$ cat src/hdl/opl3_mix_pkg.sv
/*
 * opl3 channel mixer shared definitions
 * sample widths, counts, register map and sequencer states
 */
`default_nettype none

package opl3_mix_pkg;

    localparam int OP_WIDTH     = 13;
    localparam int CHAN_WIDTH   = 15;   // room for the three operator sum
    localparam int ACC_WIDTH    = 19;   // nine channels without wrap
    localparam int SAMPLE_WIDTH = 16;

    localparam int NUM_OPERATORS = 18;
    localparam int NUM_CHANNELS  = 9;
    localparam int NUM_BUSES     = 4;   // A, B, C, D
    localparam int NUM_PAIRS     = 3;   // four operator pairs

    localparam int APB_ADDR_WIDTH = 4;
    localparam int APB_DATA_WIDTH = 8;
    localparam int NUM_REGS       = NUM_CHANNELS + 1;
    localparam int REG_EN_LSB     = 1;  // bus A enable, B..D follow

    typedef logic signed [OP_WIDTH-1:0]     op_sample_t;
    typedef logic signed [CHAN_WIDTH-1:0]   chan_sample_t;
    typedef logic signed [ACC_WIDTH-1:0]    acc_t;
    typedef logic signed [SAMPLE_WIDTH-1:0] sample_t;
    typedef logic [3:0]                     chan_idx_t;

    // channel registers sit at 0..8, pair select right above
    localparam logic [APB_ADDR_WIDTH-1:0] CONN_SEL_ADDR = 4'd9;

    typedef enum logic {
        SEQ_IDLE,
        SEQ_RUN
    } seq_state_e;

endpackage

`default_nettype wire

$ cat src/hdl/bus_accumulator.sv
/*
 * output bus accumulator
 * sums the channels routed to one of the four output buses
 */
`default_nettype none

module bus_accumulator (
    input  wire                                   clk,
    input  wire                                   arst_n,
    input  wire                                   acc_clear,
    input  wire                                   ch_valid,
    input  wire  opl3_mix_pkg::chan_idx_t         ch_idx,
    input  wire  opl3_mix_pkg::chan_sample_t      ch_value,
    input  wire  [opl3_mix_pkg::NUM_CHANNELS-1:0] bus_enable,
    output opl3_mix_pkg::acc_t                    bus_sum
);
    import opl3_mix_pkg::*;

    logic add_en;

    assign add_en = ch_valid && bus_enable[ch_idx];   // channel routed to this bus

    always_ff @(posedge clk or negedge arst_n) begin
        if (!arst_n) begin
            bus_sum <= '0;
        end else if (acc_clear) begin
            bus_sum <= '0;                            // new frame
        end else if (add_en) begin
            bus_sum <= bus_sum + acc_t'(ch_value);
        end
    end

endmodule

`default_nettype wire

$ cat src/hdl/channel_router.sv
/*
 * channel router
 * latches one bank of operator samples, builds the nine channel values
 * in two or four operator connection and steps them out one per cycle
 */
`default_nettype none

module channel_router (
    input  wire                                   clk,
    input  wire                                   arst_n,
    input  wire                                   sample_start,
    input  wire  opl3_mix_pkg::op_sample_t        op_out [opl3_mix_pkg::NUM_OPERATORS],
    input  wire  [opl3_mix_pkg::NUM_CHANNELS-1:0] cnt,
    input  wire  [opl3_mix_pkg::NUM_PAIRS-1:0]    conn_sel,
    output logic                                  ch_valid,
    output opl3_mix_pkg::chan_idx_t               ch_idx,
    output opl3_mix_pkg::chan_sample_t            ch_value,
    output logic                                  acc_clear,
    output logic                                  frame_done
);
    import opl3_mix_pkg::*;

    seq_state_e              state;
    chan_idx_t               seq_cnt;       // next channel to present
    logic                    start_frame;
    op_sample_t              op_q [NUM_OPERATORS];
    logic [NUM_CHANNELS-1:0] cnt_q;
    logic [NUM_PAIRS-1:0]    conn_sel_q;
    chan_sample_t            two_op [NUM_CHANNELS];
    chan_sample_t            chan_val [NUM_CHANNELS];

    assign start_frame = (state == SEQ_IDLE) && sample_start;  // ignored mid frame

    always_ff @(posedge clk) begin
        if (start_frame) begin
            op_q       <= op_out;
            cnt_q      <= cnt;
            conn_sel_q <= conn_sel;
        end
    end

    always_ff @(posedge clk or negedge arst_n) begin
        if (!arst_n) begin
            state      <= SEQ_IDLE;
            seq_cnt    <= '0;
            ch_valid   <= 1'b0;
            ch_idx     <= '0;
            acc_clear  <= 1'b0;
            frame_done <= 1'b0;
        end else begin
            acc_clear  <= start_frame;
            ch_valid   <= 1'b0;
            frame_done <= 1'b0;
            case (state)
                SEQ_IDLE: begin
                    if (sample_start) begin
                        state   <= SEQ_RUN;
                        seq_cnt <= '0;
                    end
                end
                SEQ_RUN: begin
                    ch_valid <= 1'b1;
                    ch_idx   <= seq_cnt;
                    seq_cnt  <= seq_cnt + 1'b1;
                    if (seq_cnt == chan_idx_t'(NUM_CHANNELS - 1)) begin
                        state      <= SEQ_IDLE;
                        frame_done <= 1'b1;     // last channel goes out now
                    end
                end
                default: state <= SEQ_IDLE;
            endcase
        end
    end

    for (genvar c = 0; c < NUM_CHANNELS; c++) begin : g_two_op
        localparam int FIRST  = c + 3 * (c / 3);    // 0-2 -> c, 3-5 -> c+3, 6-8 -> c+6
        localparam int SECOND = FIRST + 3;
        assign two_op[c] = cnt_q[c] ? chan_sample_t'(op_q[FIRST]) + chan_sample_t'(op_q[SECOND])
                                    : chan_sample_t'(op_q[SECOND]);
    end

    // channels p and p+3 merge into one four operator voice
    for (genvar p = 0; p < NUM_PAIRS; p++) begin : g_pair
        chan_sample_t op_a;
        chan_sample_t op_b;
        chan_sample_t op_c;
        chan_sample_t op_d;
        chan_sample_t four_op;

        assign op_a = chan_sample_t'(op_q[p]);
        assign op_b = chan_sample_t'(op_q[p + 3]);
        assign op_c = chan_sample_t'(op_q[p + 6]);
        assign op_d = chan_sample_t'(op_q[p + 9]);

        always_comb begin
            case ({cnt_q[p], cnt_q[p + 3]})
                2'b00:   four_op = op_d;
                2'b01:   four_op = op_b + op_d;
                2'b10:   four_op = op_a + op_d;
                default: four_op = op_a + op_c + op_d;
            endcase
        end

        assign chan_val[p]     = conn_sel_q[p] ? four_op : two_op[p];
        assign chan_val[p + 3] = conn_sel_q[p] ? '0 : two_op[p + 3];   // silent partner
    end

    for (genvar c = 2 * NUM_PAIRS; c < NUM_CHANNELS; c++) begin : g_single
        assign chan_val[c] = two_op[c];
    end

    assign ch_value = chan_val[ch_idx];

    ch_idx_in_range: assert property (
        @(posedge clk) disable iff (!arst_n)
        ch_valid |-> ch_idx < chan_idx_t'(NUM_CHANNELS)
    );

endmodule

`default_nettype wire

$ cat src/hdl/mix_regs.sv
/*
 * APB register file for the channel mixer
 * nine channel registers (cnt and bus enables) plus the pair select
 */
`default_nettype none

module mix_regs (
    input  wire                                     clk,
    input  wire                                     arst_n,
    input  wire                                     psel,
    input  wire                                     penable,
    input  wire                                     pwrite,
    input  wire  [opl3_mix_pkg::APB_ADDR_WIDTH-1:0] paddr,
    input  wire  [opl3_mix_pkg::APB_DATA_WIDTH-1:0] pwdata,
    output logic [opl3_mix_pkg::APB_DATA_WIDTH-1:0] prdata,
    output logic                                    pready,
    output logic                                    pslverr,
    output logic [opl3_mix_pkg::NUM_CHANNELS-1:0]   cnt,
    output logic [opl3_mix_pkg::NUM_PAIRS-1:0]      conn_sel,
    output logic [opl3_mix_pkg::NUM_BUSES-1:0][opl3_mix_pkg::NUM_CHANNELS-1:0] bus_enable
);
    import opl3_mix_pkg::*;

    localparam logic [APB_DATA_WIDTH-1:0] CHAN_MASK = 8'h1f;   // cnt + four enables
    localparam logic [APB_DATA_WIDTH-1:0] SEL_MASK  = 8'h07;   // one bit per pair

    logic [APB_DATA_WIDTH-1:0] regs [NUM_REGS];
    logic                      addr_ok;
    logic                      wr_en;

    assign addr_ok = paddr <= CONN_SEL_ADDR;
    assign wr_en   = psel && penable && pwrite && addr_ok;     // access phase

    always_ff @(posedge clk or negedge arst_n) begin
        if (!arst_n) begin
            for (int i = 0; i < NUM_REGS; i++) begin
                regs[i] <= '0;
            end
        end else if (wr_en) begin
            if (paddr == CONN_SEL_ADDR) begin
                regs[paddr] <= pwdata & SEL_MASK;
            end else begin
                regs[paddr] <= pwdata & CHAN_MASK;
            end
        end
    end

    // zero wait state slave
    assign pready  = 1'b1;
    assign pslverr = psel && penable && !addr_ok;
    assign prdata  = addr_ok ? regs[paddr] : '0;              // unmapped reads zero

    always_comb begin
        for (int c = 0; c < NUM_CHANNELS; c++) begin
            cnt[c] = regs[c][0];
            for (int b = 0; b < NUM_BUSES; b++) begin
                bus_enable[b][c] = regs[c][REG_EN_LSB + b];
            end
        end
    end

    assign conn_sel = regs[CONN_SEL_ADDR][NUM_PAIRS-1:0];

    // access phase is always entered from a selected setup phase
    penable_with_psel: assert property (
        @(posedge clk) disable iff (!arst_n)
        penable |-> psel
    );

endmodule

`default_nettype wire

$ cat src/hdl/opl3_mixer.sv
/*
 * opl3 channel mixing stage, top level
 * APB settings, channel routing, four bus accumulators and the stereo mixer
 */
`default_nettype none

module opl3_mixer (
    input  wire                                     clk,
    input  wire                                     arst_n,
    input  wire                                     psel,
    input  wire                                     penable,
    input  wire                                     pwrite,
    input  wire  [opl3_mix_pkg::APB_ADDR_WIDTH-1:0] paddr,
    input  wire  [opl3_mix_pkg::APB_DATA_WIDTH-1:0] pwdata,
    output logic [opl3_mix_pkg::APB_DATA_WIDTH-1:0] prdata,
    output logic                                    pready,
    output logic                                    pslverr,
    input  wire                                     sample_start,
    input  wire  opl3_mix_pkg::op_sample_t          op_out [opl3_mix_pkg::NUM_OPERATORS],
    output logic                                    sample_valid,
    output opl3_mix_pkg::sample_t                   sample_l,
    output opl3_mix_pkg::sample_t                   sample_r
);
    import opl3_mix_pkg::*;

    logic [NUM_CHANNELS-1:0]                 cnt;
    logic [NUM_PAIRS-1:0]                    conn_sel;
    logic [NUM_BUSES-1:0][NUM_CHANNELS-1:0]  bus_enable;
    logic                                    ch_valid;
    chan_idx_t                               ch_idx;
    chan_sample_t                            ch_value;
    logic                                    acc_clear;
    logic                                    frame_done;
    acc_t                                    bus_sum [NUM_BUSES];

    mix_regs i_mix_regs (
        .clk        (clk),
        .arst_n     (arst_n),
        .psel       (psel),
        .penable    (penable),
        .pwrite     (pwrite),
        .paddr      (paddr),
        .pwdata     (pwdata),
        .prdata     (prdata),
        .pready     (pready),
        .pslverr    (pslverr),
        .cnt        (cnt),
        .conn_sel   (conn_sel),
        .bus_enable (bus_enable)
    );

    channel_router i_channel_router (
        .clk          (clk),
        .arst_n       (arst_n),
        .sample_start (sample_start),
        .op_out       (op_out),
        .cnt          (cnt),
        .conn_sel     (conn_sel),
        .ch_valid     (ch_valid),
        .ch_idx       (ch_idx),
        .ch_value     (ch_value),
        .acc_clear    (acc_clear),
        .frame_done   (frame_done)
    );

    // one accumulator per output bus A..D
    for (genvar b = 0; b < NUM_BUSES; b++) begin : g_bus
        bus_accumulator i_bus_accumulator (
            .clk        (clk),
            .arst_n     (arst_n),
            .acc_clear  (acc_clear),
            .ch_valid   (ch_valid),
            .ch_idx     (ch_idx),
            .ch_value   (ch_value),
            .bus_enable (bus_enable[b]),
            .bus_sum    (bus_sum[b])
        );
    end

    sample_mixer i_sample_mixer (
        .clk          (clk),
        .arst_n       (arst_n),
        .frame_done   (frame_done),
        .bus_sum      (bus_sum),
        .sample_valid (sample_valid),
        .sample_l     (sample_l),
        .sample_r     (sample_r)
    );

endmodule

`default_nettype wire

$ cat src/hdl/sample_mixer.sv
/*
 * stereo sample mixer
 * clamps the bus sums, forms left = A+C and right = B+D, issues sample_valid
 */
`default_nettype none

module sample_mixer (
    input  wire                       clk,
    input  wire                       arst_n,
    input  wire                       frame_done,
    input  wire  opl3_mix_pkg::acc_t  bus_sum [opl3_mix_pkg::NUM_BUSES],
    output logic                      sample_valid,
    output opl3_mix_pkg::sample_t     sample_l,
    output opl3_mix_pkg::sample_t     sample_r
);
    import opl3_mix_pkg::*;

    localparam acc_t SAT_MAX = acc_t'(2 ** (SAMPLE_WIDTH - 1) - 1);
    localparam acc_t SAT_MIN = acc_t'(-(2 ** (SAMPLE_WIDTH - 1)));

    function automatic sample_t saturate(input acc_t value);
        if (value > SAT_MAX) begin
            return sample_t'(SAT_MAX);
        end else if (value < SAT_MIN) begin
            return sample_t'(SAT_MIN);
        end
        return sample_t'(value);
    endfunction

    logic    mix_pending;       // last channel has been added
    sample_t bus_sat [NUM_BUSES];
    acc_t    sum_l;
    acc_t    sum_r;

    always_comb begin
        for (int b = 0; b < NUM_BUSES; b++) begin
            bus_sat[b] = saturate(bus_sum[b]);
        end
    end

    assign sum_l = acc_t'(bus_sat[0]) + acc_t'(bus_sat[2]);   // A + C
    assign sum_r = acc_t'(bus_sat[1]) + acc_t'(bus_sat[3]);   // B + D

    always_ff @(posedge clk or negedge arst_n) begin
        if (!arst_n) begin
            mix_pending  <= 1'b0;
            sample_valid <= 1'b0;
            sample_l     <= '0;
            sample_r     <= '0;
        end else begin
            mix_pending  <= frame_done;
            sample_valid <= mix_pending;
            if (mix_pending) begin
                sample_l <= saturate(sum_l);
                sample_r <= saturate(sum_r);
            end
        end
    end

    single_cycle_valid: assert property (
        @(posedge clk) disable iff (!arst_n)
        sample_valid |=> !sample_valid
    );

endmodule

`default_nettype wire

$ cat config.mk
export PLATFORM = sky130hd
export DESIGN_NAME = opl3_mixer
export DESIGN_NICKNAME = d
export VERILOG_FILES = /design/src/hdl/opl3_mix_pkg.sv /design/src/hdl/bus_accumulator.sv /design/src/hdl/channel_router.sv /design/src/hdl/mix_regs.sv /design/src/hdl/opl3_mixer.sv /design/src/hdl/sample_mixer.sv
export SDC_FILE = /design/constraint.sdc
export NUM_CORES = 1
export LEC_CHECK = 0
export BUFFER_PORTS_ARGS = -buffer_cell sky130_fd_sc_hd__buf_2
export CAP_MARGIN = 0
export CORE_ASPECT_RATIO = 0.9
export CORE_MARGIN = 3
export CORE_UTILIZATION = 55
export DETAILED_ROUTE_END_ITERATION = 6
export PLACE_DENSITY = 0.84
export SYNTH_ARGS = -nofsm -noshare
export SYNTH_HDL_FRONTEND = slang
export SYNTH_SLANG_ARGS = --single-unit
$ cat constraint.sdc
create_clock -name clk -period 15.8 [get_ports clk]
set_input_delay 3.16 -clock clk [delete_from_list [all_inputs] [get_ports clk]]
set_output_delay 3.16 -clock clk [all_outputs]
set_load 0.05 [all_outputs]
==> results of run 1 <==
[logic make-up (layout without fill, tap and decap cells)]
group	Yosys count	in the layout	synth area share, %
flip-flops	448	448	35.8
XOR/XNOR	261	261	6.57
multiplexers	196	196	7.67
adder cells (fa/ha/maj)	403	403	15.9
buffers and inverters	233	522	2.53
AO/OA/AOI/OAI	1047	1047	19.4
AND/OR/NAND/NOR	900	900	12.2
other	1	7	0.0108
[state kept, by name, summed over array words and instances (netlist names), named ones only]
register,count
i_channel_router.conn_sel_q,3
i_sample_mixer.sample_valid,1
i_sample_mixer.mix_pending,1
i_channel_router.g_pair.op_b,39
i_channel_router.ch_idx,4
g_bus.i_bus_accumulator.bus_sum,76
i_channel_router.ch_valid,1
i_channel_router.op_q,78
i_channel_router.g_pair.op_a,39
i_sample_mixer.sample_l,16
i_mix_regs.regs,32
i_channel_router.state,1
i_channel_router.seq_cnt,4
i_mix_regs.bus_enable,18
i_channel_router.cnt_q,9
i_channel_router.acc_clear,1
i_channel_router.frame_done,1
i_channel_router.g_pair.op_c,39
i_channel_router.g_pair.op_d,39
i_sample_mixer.sample_r,16
[Yosys cell counts, drive strengths merged, types with 51 or more instances]
library cell,number
o21ai,200
nor3,81
nand2,173
o21a,55
inv,106
fa,63
xnor2,166
nand3,60
clkbuf,96
ha,340
edfxtp,246
a21oi,306
mux2i,90
xor2,95
a211oi,56
nor2,328
mux4,51
dfrtp,202
nor2b,82
mux2,55
a21o,124
[layer usage]
metal	routed length, um	global-route usage (%)	vias up	share of wire, %
met3	8960	5.35	197	9.4
met4	3660	10.7	8	3.8
met5	50	0	-	0.053
met1	41000	40.1	13600	43
met2	41600	43.0	1317	44
li1	-	-	13600	-
[worst reg2reg max path, stage by stage, from the launching register on]
cell	delay (ps)
edfxtp_1	590
fa_1	550
ha_1	260
fa_1	410
a21o_1	190
a21oi_1	220
nor2b_1	100
nor4_1	180
a21oi_1	110
a21oi_1	190
xnor2_1	150
a21oi_1	90
a2111oi_0	780
o31ai_1	140
o21ai_0	1020
ha_1	450
a31oi_1	300
o21ai_0	170
a2111oi_0	690
o31ai_1	220
xnor2_1	180
or3_1	320
a21oi_1	140
[metrics by stage]
step / hold slack (ps) / worst slack [ps] / util [%]
final: 351 / 7550 / 62.9
after CTS: 360 / 7560 / 62.8
after floorplan: 331 / 780 / -
after global placement: 337 / 7610 / 60.0
after detailed placement: 336 / 7610 / 60.0
after global routing: 388 / 7300 / 62.8
[cell type report]
class                   instances  area (um^2)
well taps                     836         1050
clock buffers                  54         1250
repair buffers                322         1710
clock inverters                36          519
inverters                     110          413
multi-input cells            2808        21500
flip-flops and latches        448        12400
diodes                          6         15.0
fillers                      4821        23000
[worst max-delay path by stage]
stage | end | slack (ps) | cells past startpoint
after detailed placement | prdata[0] | 7610 | 5
after CTS | prdata[0] | 7560 | 5
after global placement | prdata[0] | 7610 | 5
final | prdata[1] | 7550 | 5
after global routing | prdata[0] | 7300 | 5
after floorplan | i_channel_router.acc_clear | 780 | 1
[power by group]
group	leakage [nW]	switching (W)	internal, W
combinational	11.4	0.00281	0.00200
sequential	4.87	0.000270	0.00150
clock	0.855	0.000513	0.000747
==> reports/metrics.cfg, run 1 <==
[run_status]
status=complete, no violations

[die]
start_util_pct=56.2
row_count=86
io_pins=295
die_w_um=271
fp.coreArea_um2=61900
fp.dieH_um=245
dieArea_um2=66300

[power_and_ir_drop]
total_power_w=0.00784
ir_drop_mv=0.143
powerDensity_nw_per_um2=201
p_leak_nw=17.1

[setup_path]
cp-end-kind=output port
arrival_ps=5090
worstRegToRegCells=22
critPathLaunch=paddr[0]
crit_top_cell=buf_2
path_delay_family=simple AND/OR/NAND/NOR gates
cp_slowest_cell=nor3_1
required_ps=12640
worstSetupStartpointType=input pin
crit_chain=buf_2 -> nor3_1 -> a22oi_1 -> o21ai_0 -> buf_2
rrSetupSlack_ps=8270
crit_type=input pin to output port
worst-path-max-fanout=26
crit_buf_inv=2
cpPeakStageDelay_ps=820
reg2reg_from=i_channel_router.g_pair[2].op_d[1]
reg2reg_to=g_bus[1].i_bus_accumulator.bus_sum[18]

[timing]
worst_slew_pin_slew_ps=1290
finalMaxSlewViolations=0
finalHoldViolCount=0
period_needed_ps=8250
fin_worst_skew_ps=43.4
fmax_mhz=121
relSlewSlack_pct=12.9
rsz0062_at_grt=false
timing.final.crit_share_pct=52.2
finalSetupTns_ps=0
setup_viol=0

[synth]
synth.largest_area_cell=edfxtp_1
netlist_area_um2=34800
synth_top_flop_cell=edfxtp_1
syn-num-nets=4144
synth_top_area_share_pct=21.2
synth_area_leaders=edfxtp_1 (21%), dfrtp_1 (15%), ha_1 (12%)
ys_seq_area_share_pct=35.8
avgSynthCellArea_um2=9.97
synth_seq_cells=448
synth_cells=3489
yosys_warnings=0
async_flop_share_pct=45.1
synth_cell_types=88
synth-edff-count=246

[clock_network]
cts_tree=built
clk_latency_ps=630
cts_resized=0
clkSinkCount=448
post-cts-setup-buffers=0
cts_root_buf=clkbuf_16
cts_hold_buf=0
cts.path.max_buffers=3
clk_pin_slew_ps=70
cts_buffers=49
htree_levels=2

[min_path]
min_to=i_sample_mixer.mix_pending
min_from=i_channel_router.frame_done
hold_depth=0
hp-class=register to register

[route]
dr_total_vias=28700
drt-initial-drc-count=3181
drt-wirelength-per-cell_um=20.6
drt-pass1-iter-count=5
totalWireLength_um=95200
ant_nets=0
drc_errors=0
viasPerCell=6.21

[grt]
grt_max_degree=191
grt_util_all_layers_pct=28.2
grt_antenna_before_repair=7
grt_pass1_wl_um=148000
grt_overflow=0
grt_pass1_vias=27100

[finish]
drive_above_1_share_pct=14.2
final_area_um2=38900
final_cell_mix=ha_1 (340), nor2_1 (328), a21oi_1 (305)
finalNonFillerCells=4620
mostFrequentLayoutCell=ha_1
final_nets=4394
area_delta_synth_final_pct=11.8

[placed_design]
dp_hpwl_um=72300
placed_area_um2=37100
dp_cells=4524
routabilityCongestion=0.969
numPortBuffers=290

[run]
cap_violations=0

No activity file was read; power rests on OpenSTA's default activity.
==> inputs of run 2 (changes only) <==
ABC_AREA = 1   (was unset)
PLACE_DENSITY = 0.87   (was 0.84)
clock period = 7.4 ns   (was 15.8 ns; I/O delays follow)
==> reports/metrics.cfg, run 2 <==
[die]
row_count=87  ; was 86
dieArea_um2=67900  ; was 66300 um^2
fp.dieH_um=248  ; was 245 um
die_w_um=274  ; was 271 um
fp.coreArea_um2=63500  ; was 61900 um^2
io_pins=295  ; unchanged
start_util_pct=56.2  ; about the same

[timing]
setup_slack_ps=1100  ; was 7550 ps
timing.final.crit_share_pct=85.2
period_needed_ps=6300
relSlewSlack_pct=18.0  ; was 12.9%
rsz0062_at_grt=false  ; unchanged
setup_viol=0  ; unchanged
finalMaxSlewViolations=0  ; unchanged
worst_slew_pin_slew_ps=1230  ; was 1290 ps
fin_worst_skew_ps=46.2  ; was 43.4 ps
fmax_mhz=159
finalSetupTns_ps=0  ; unchanged
finalHoldViolCount=0  ; unchanged

[route]
dr_total_vias=34700  ; was 28700
drt-pass1-iter-count=7  ; was 5
drc_errors=1  ; was 0
drt-initial-drc-count=4608  ; was 3181
drt-wirelength-per-cell_um=20.9  ; was 20.6 um
viasPerCell=6.15  ; was 6.21
totalWireLength_um=118000  ; was 95200 um
ant_nets=0  ; unchanged

[synth]
yosys_warnings=0  ; unchanged
netlist_area_um2=35700  ; was 34800 um^2
synth_adder_area_share_pct=15.5  ; was 15.9%
synth_top_area_share_pct=20.7  ; was 21.2%
yosys.area_share.simple_pct=19.2  ; was 12.2%
yosys-top-cells-count=nand2_1 (910), a21oi_1 (491), inv_1 (473)  ; was ha_1 (340), nor2_1 (328), a21oi_1 (305)
synth_cell_types=68  ; was 88
async_flop_share_pct=45.1  ; unchanged
ys_seq_area_share_pct=34.9  ; was 35.8%
synth-xor-area-share_pct=3.53  ; was 6.57%
synth_top_flop_cell=edfxtp_1  ; unchanged
synth.largest_area_cell=edfxtp_1  ; unchanged
synth_cells=4490  ; was 3489
synth_seq_cells=448  ; unchanged
synth_compound_area_share_pct=20.5  ; was 19.4%
muxShareOfSynthArea_pct=0.0281  ; was 7.67%
avgSynthCellArea_um2=7.94  ; was 9.97 um^2
synth_area_leaders=edfxtp_1 (21%), dfrtp_1 (14%), ha_1 (12%)  ; was edfxtp_1 (21%), dfrtp_1 (15%), ha_1 (12%)
synth_top_family_by_area=compound AO/OA/AOI/OAI gates  ; unchanged
synth_most_common_cell=nand2_1  ; was ha_1
syn-num-nets=5145  ; was 4144
synth-edff-count=246  ; unchanged

[finish]
mostFrequentLayoutCell=nand2_1  ; was ha_1
final_nets=5416  ; was 4394
finalNonFillerCells=5646  ; was 4620
largest_reg_flops=78  ; unchanged
largest_register=i_channel_router.op_q  ; unchanged
area_delta_synth_final_pct=11.1  ; was 11.8%
post-route-util_pct=62.4  ; was 62.9%
final_cell_mix=nand2_1 (910), a21oi_1 (491), inv_1 (473)  ; was ha_1 (340), nor2_1 (328), a21oi_1 (305)
drive_above_1_share_pct=9.96  ; was 14.2%
reg_top3=i_channel_router.op_q x78, g_bus.i_bus_accumulator.bus_sum x76  ; unchanged

[clock_network]
clk_pin_slew_ps=60  ; was 70 ps
cts_buffers=48  ; was 49
cts_hold_buf=0  ; unchanged
cts.path.max_buffers=3  ; unchanged
clkSinkCount=448  ; unchanged
cts_tree=built  ; unchanged
clk_latency_ps=660  ; was 630 ps
htree_levels=2  ; unchanged
post-cts-setup-buffers=0  ; unchanged
cts_resized=0  ; unchanged
cts_root_buf=clkbuf_16  ; unchanged

[setup_path]
crit_type=register to register  ; was input pin to output port
cp-end-kind=register  ; was output port
required_ps=7900  ; was 12640 ps
worst-path-max-fanout=21  ; was 26
worstSetupStartpointType=register  ; was input pin
arrival_ps=6800  ; was 5090 ps

[grt]
grt_pass1_vias=31900  ; was 27100
grt_overflow=0  ; unchanged
grt_pass1_wl_um=178000  ; was 148000 um
grt_antenna_before_repair=2  ; was 7
grt_util_all_layers_pct=33.9  ; was 28.2%
grt_max_degree=174  ; was 191

[placed_design]
pre_cts_slack_ps=1290  ; was 7610 ps
routabilityCongestion=1.00  ; was 0.969
dp_cells=5556  ; was 4524
numPortBuffers=290  ; unchanged
dp_hpwl_um=90800  ; was 72300 um

[min_path]
hp-class=register to register  ; unchanged

[power_and_ir_drop]
swShare_pct=52.0  ; was 45.8%
ir_drop_mv=0.275  ; was 0.143 mV
combPwrFrac_pct=65.0  ; was 61.3%
p_switching_w=0.00946  ; was 0.00359 W
p_int_w=0.00875  ; was 0.00425 W
total_power_w=0.0182  ; was 0.00784 W
p_leak_nw=18.2  ; was 17.1 nW
power_frac_clock_pct=13.7  ; was 16.1%
powerDensity_nw_per_um2=460  ; was 201 nW/um^2
p_seq_share_pct=21.3  ; was 22.6%

[run]
cap_violations=0  ; unchanged

[run_status]
violations=design-rule violations
status=finished, violations left  ; was complete, no violations

==> run 2: cell count changes in the layout (fill, tap and decap cells not counted), sizes merged, moves of 45 or more <==
cell	delta
nand2	+746
inv	+375
o21ai	+227
nand3	+204
a21oi	+188
xnor2	-122
a21o	-107
mux2i	-89
nor2b	-82
mux2	-55
mux4	-51
o21a	-49
a211oi	-48
nand2b	-45
==> run 2: path summary, 6_finish.rpt <==
kind / startpoint / endpoint / slack, ps / cells after the start
min in group asynchronous: arst_n / g_bus[3].i_bus_accumulator.bus_sum[15] / 930 / 1
max: i_channel_router.cnt_q[5] / g_bus[0].i_bus_accumulator.bus_sum[15] / 1100 / 25
min: i_channel_router.frame_done / i_sample_mixer.mix_pending / 350 / 0
max reg2reg: i_channel_router.cnt_q[5] / g_bus[0].i_bus_accumulator.bus_sum[15] / 1100 / 25
max in group asynchronous: arst_n / i_channel_router.ch_idx[0] / 5110 / 2
min reg2reg: i_channel_router.frame_done / i_sample_mixer.mix_pending / 350 / 0
==> run 2: logic make-up (layout without fill, tap and decap cells) <==
group           Yosys count  count (layout)
simple gates           1639            1639
compound gates         1266            1266
buf+inv                 590             900
flops                   448             448
fa+ha+maj               403             403
xor+xnor                142             142
other cells               1               2
mux                       1               1
==> run 2: metrics by stage <==
step                      hold slack (ps)  cell area, um^2
final                                 350            39600
after floorplan                       331            35700
after CTS                             349            39600
after global routing                  358            39600
after detailed placement              336            38000
after global placement                334            38000
==> run 2: critical path, cell delays in order (launching register included) <==
cell and delay, ps:
edfxtp_1 700, inv_1 490, nor2_1 510, clkinv_1 390, a21oi_1 210, o21ai_0 100
o2111ai_1 110, nand2_1 130, a21oi_1 210, a21oi_1 90, o221ai_1 300, nand2_1 150
o21ai_0 430, ha_1 450, a21oi_1 230, o21ai_0 140, nand2_1 80, o311ai_0 210
a31oi_1 290, o21ai_0 190, nand2_1 120, nand2_1 70, a21boi_0 270, a21oi_1 110
o21ai_0 100, o21ai_0 100
==> run 2: cell type report <==
type / instances / area, um^2
clock inverters: 32 / 360
diodes: 1 / 2.50
fillers: 5418 / 23800
well taps: 845 / 1060
multi-input cells: 3452 / 21000
inverters: 488 / 1830
repair buffers: 323 / 1720
clock buffers: 57 / 1240
flip-flops and latches: 448 / 12400
==> run 2: power groups by stage <==
stage | sequential [W] | combinational (W) | clock (W)
2_1_floorplan | 0.00393 | 0.00848 | 0
3_3_place_gp | 0.00388 | 0.0112 | 0
3_5_place_dp | 0.00389 | 0.0114 | 0
4_1_cts | 0.00385 | 0.0116 | 0.00252
5_1_grt | 0.00392 | 0.0131 | 0.00263
6_report | 0.00388 | 0.0118 | 0.00250
==> run 2: metal layers <==
layer	wire length (um)	GRT usage (%)	part of all wire, %	up-vias
met2	48400	49.1	41	2057
met1	48400	47.7	41	16100
met4	5350	14.2	4.5	2
met3	15800	9.63	13	325
met5	13	0	0.011	-
li1	-	-	-	16200
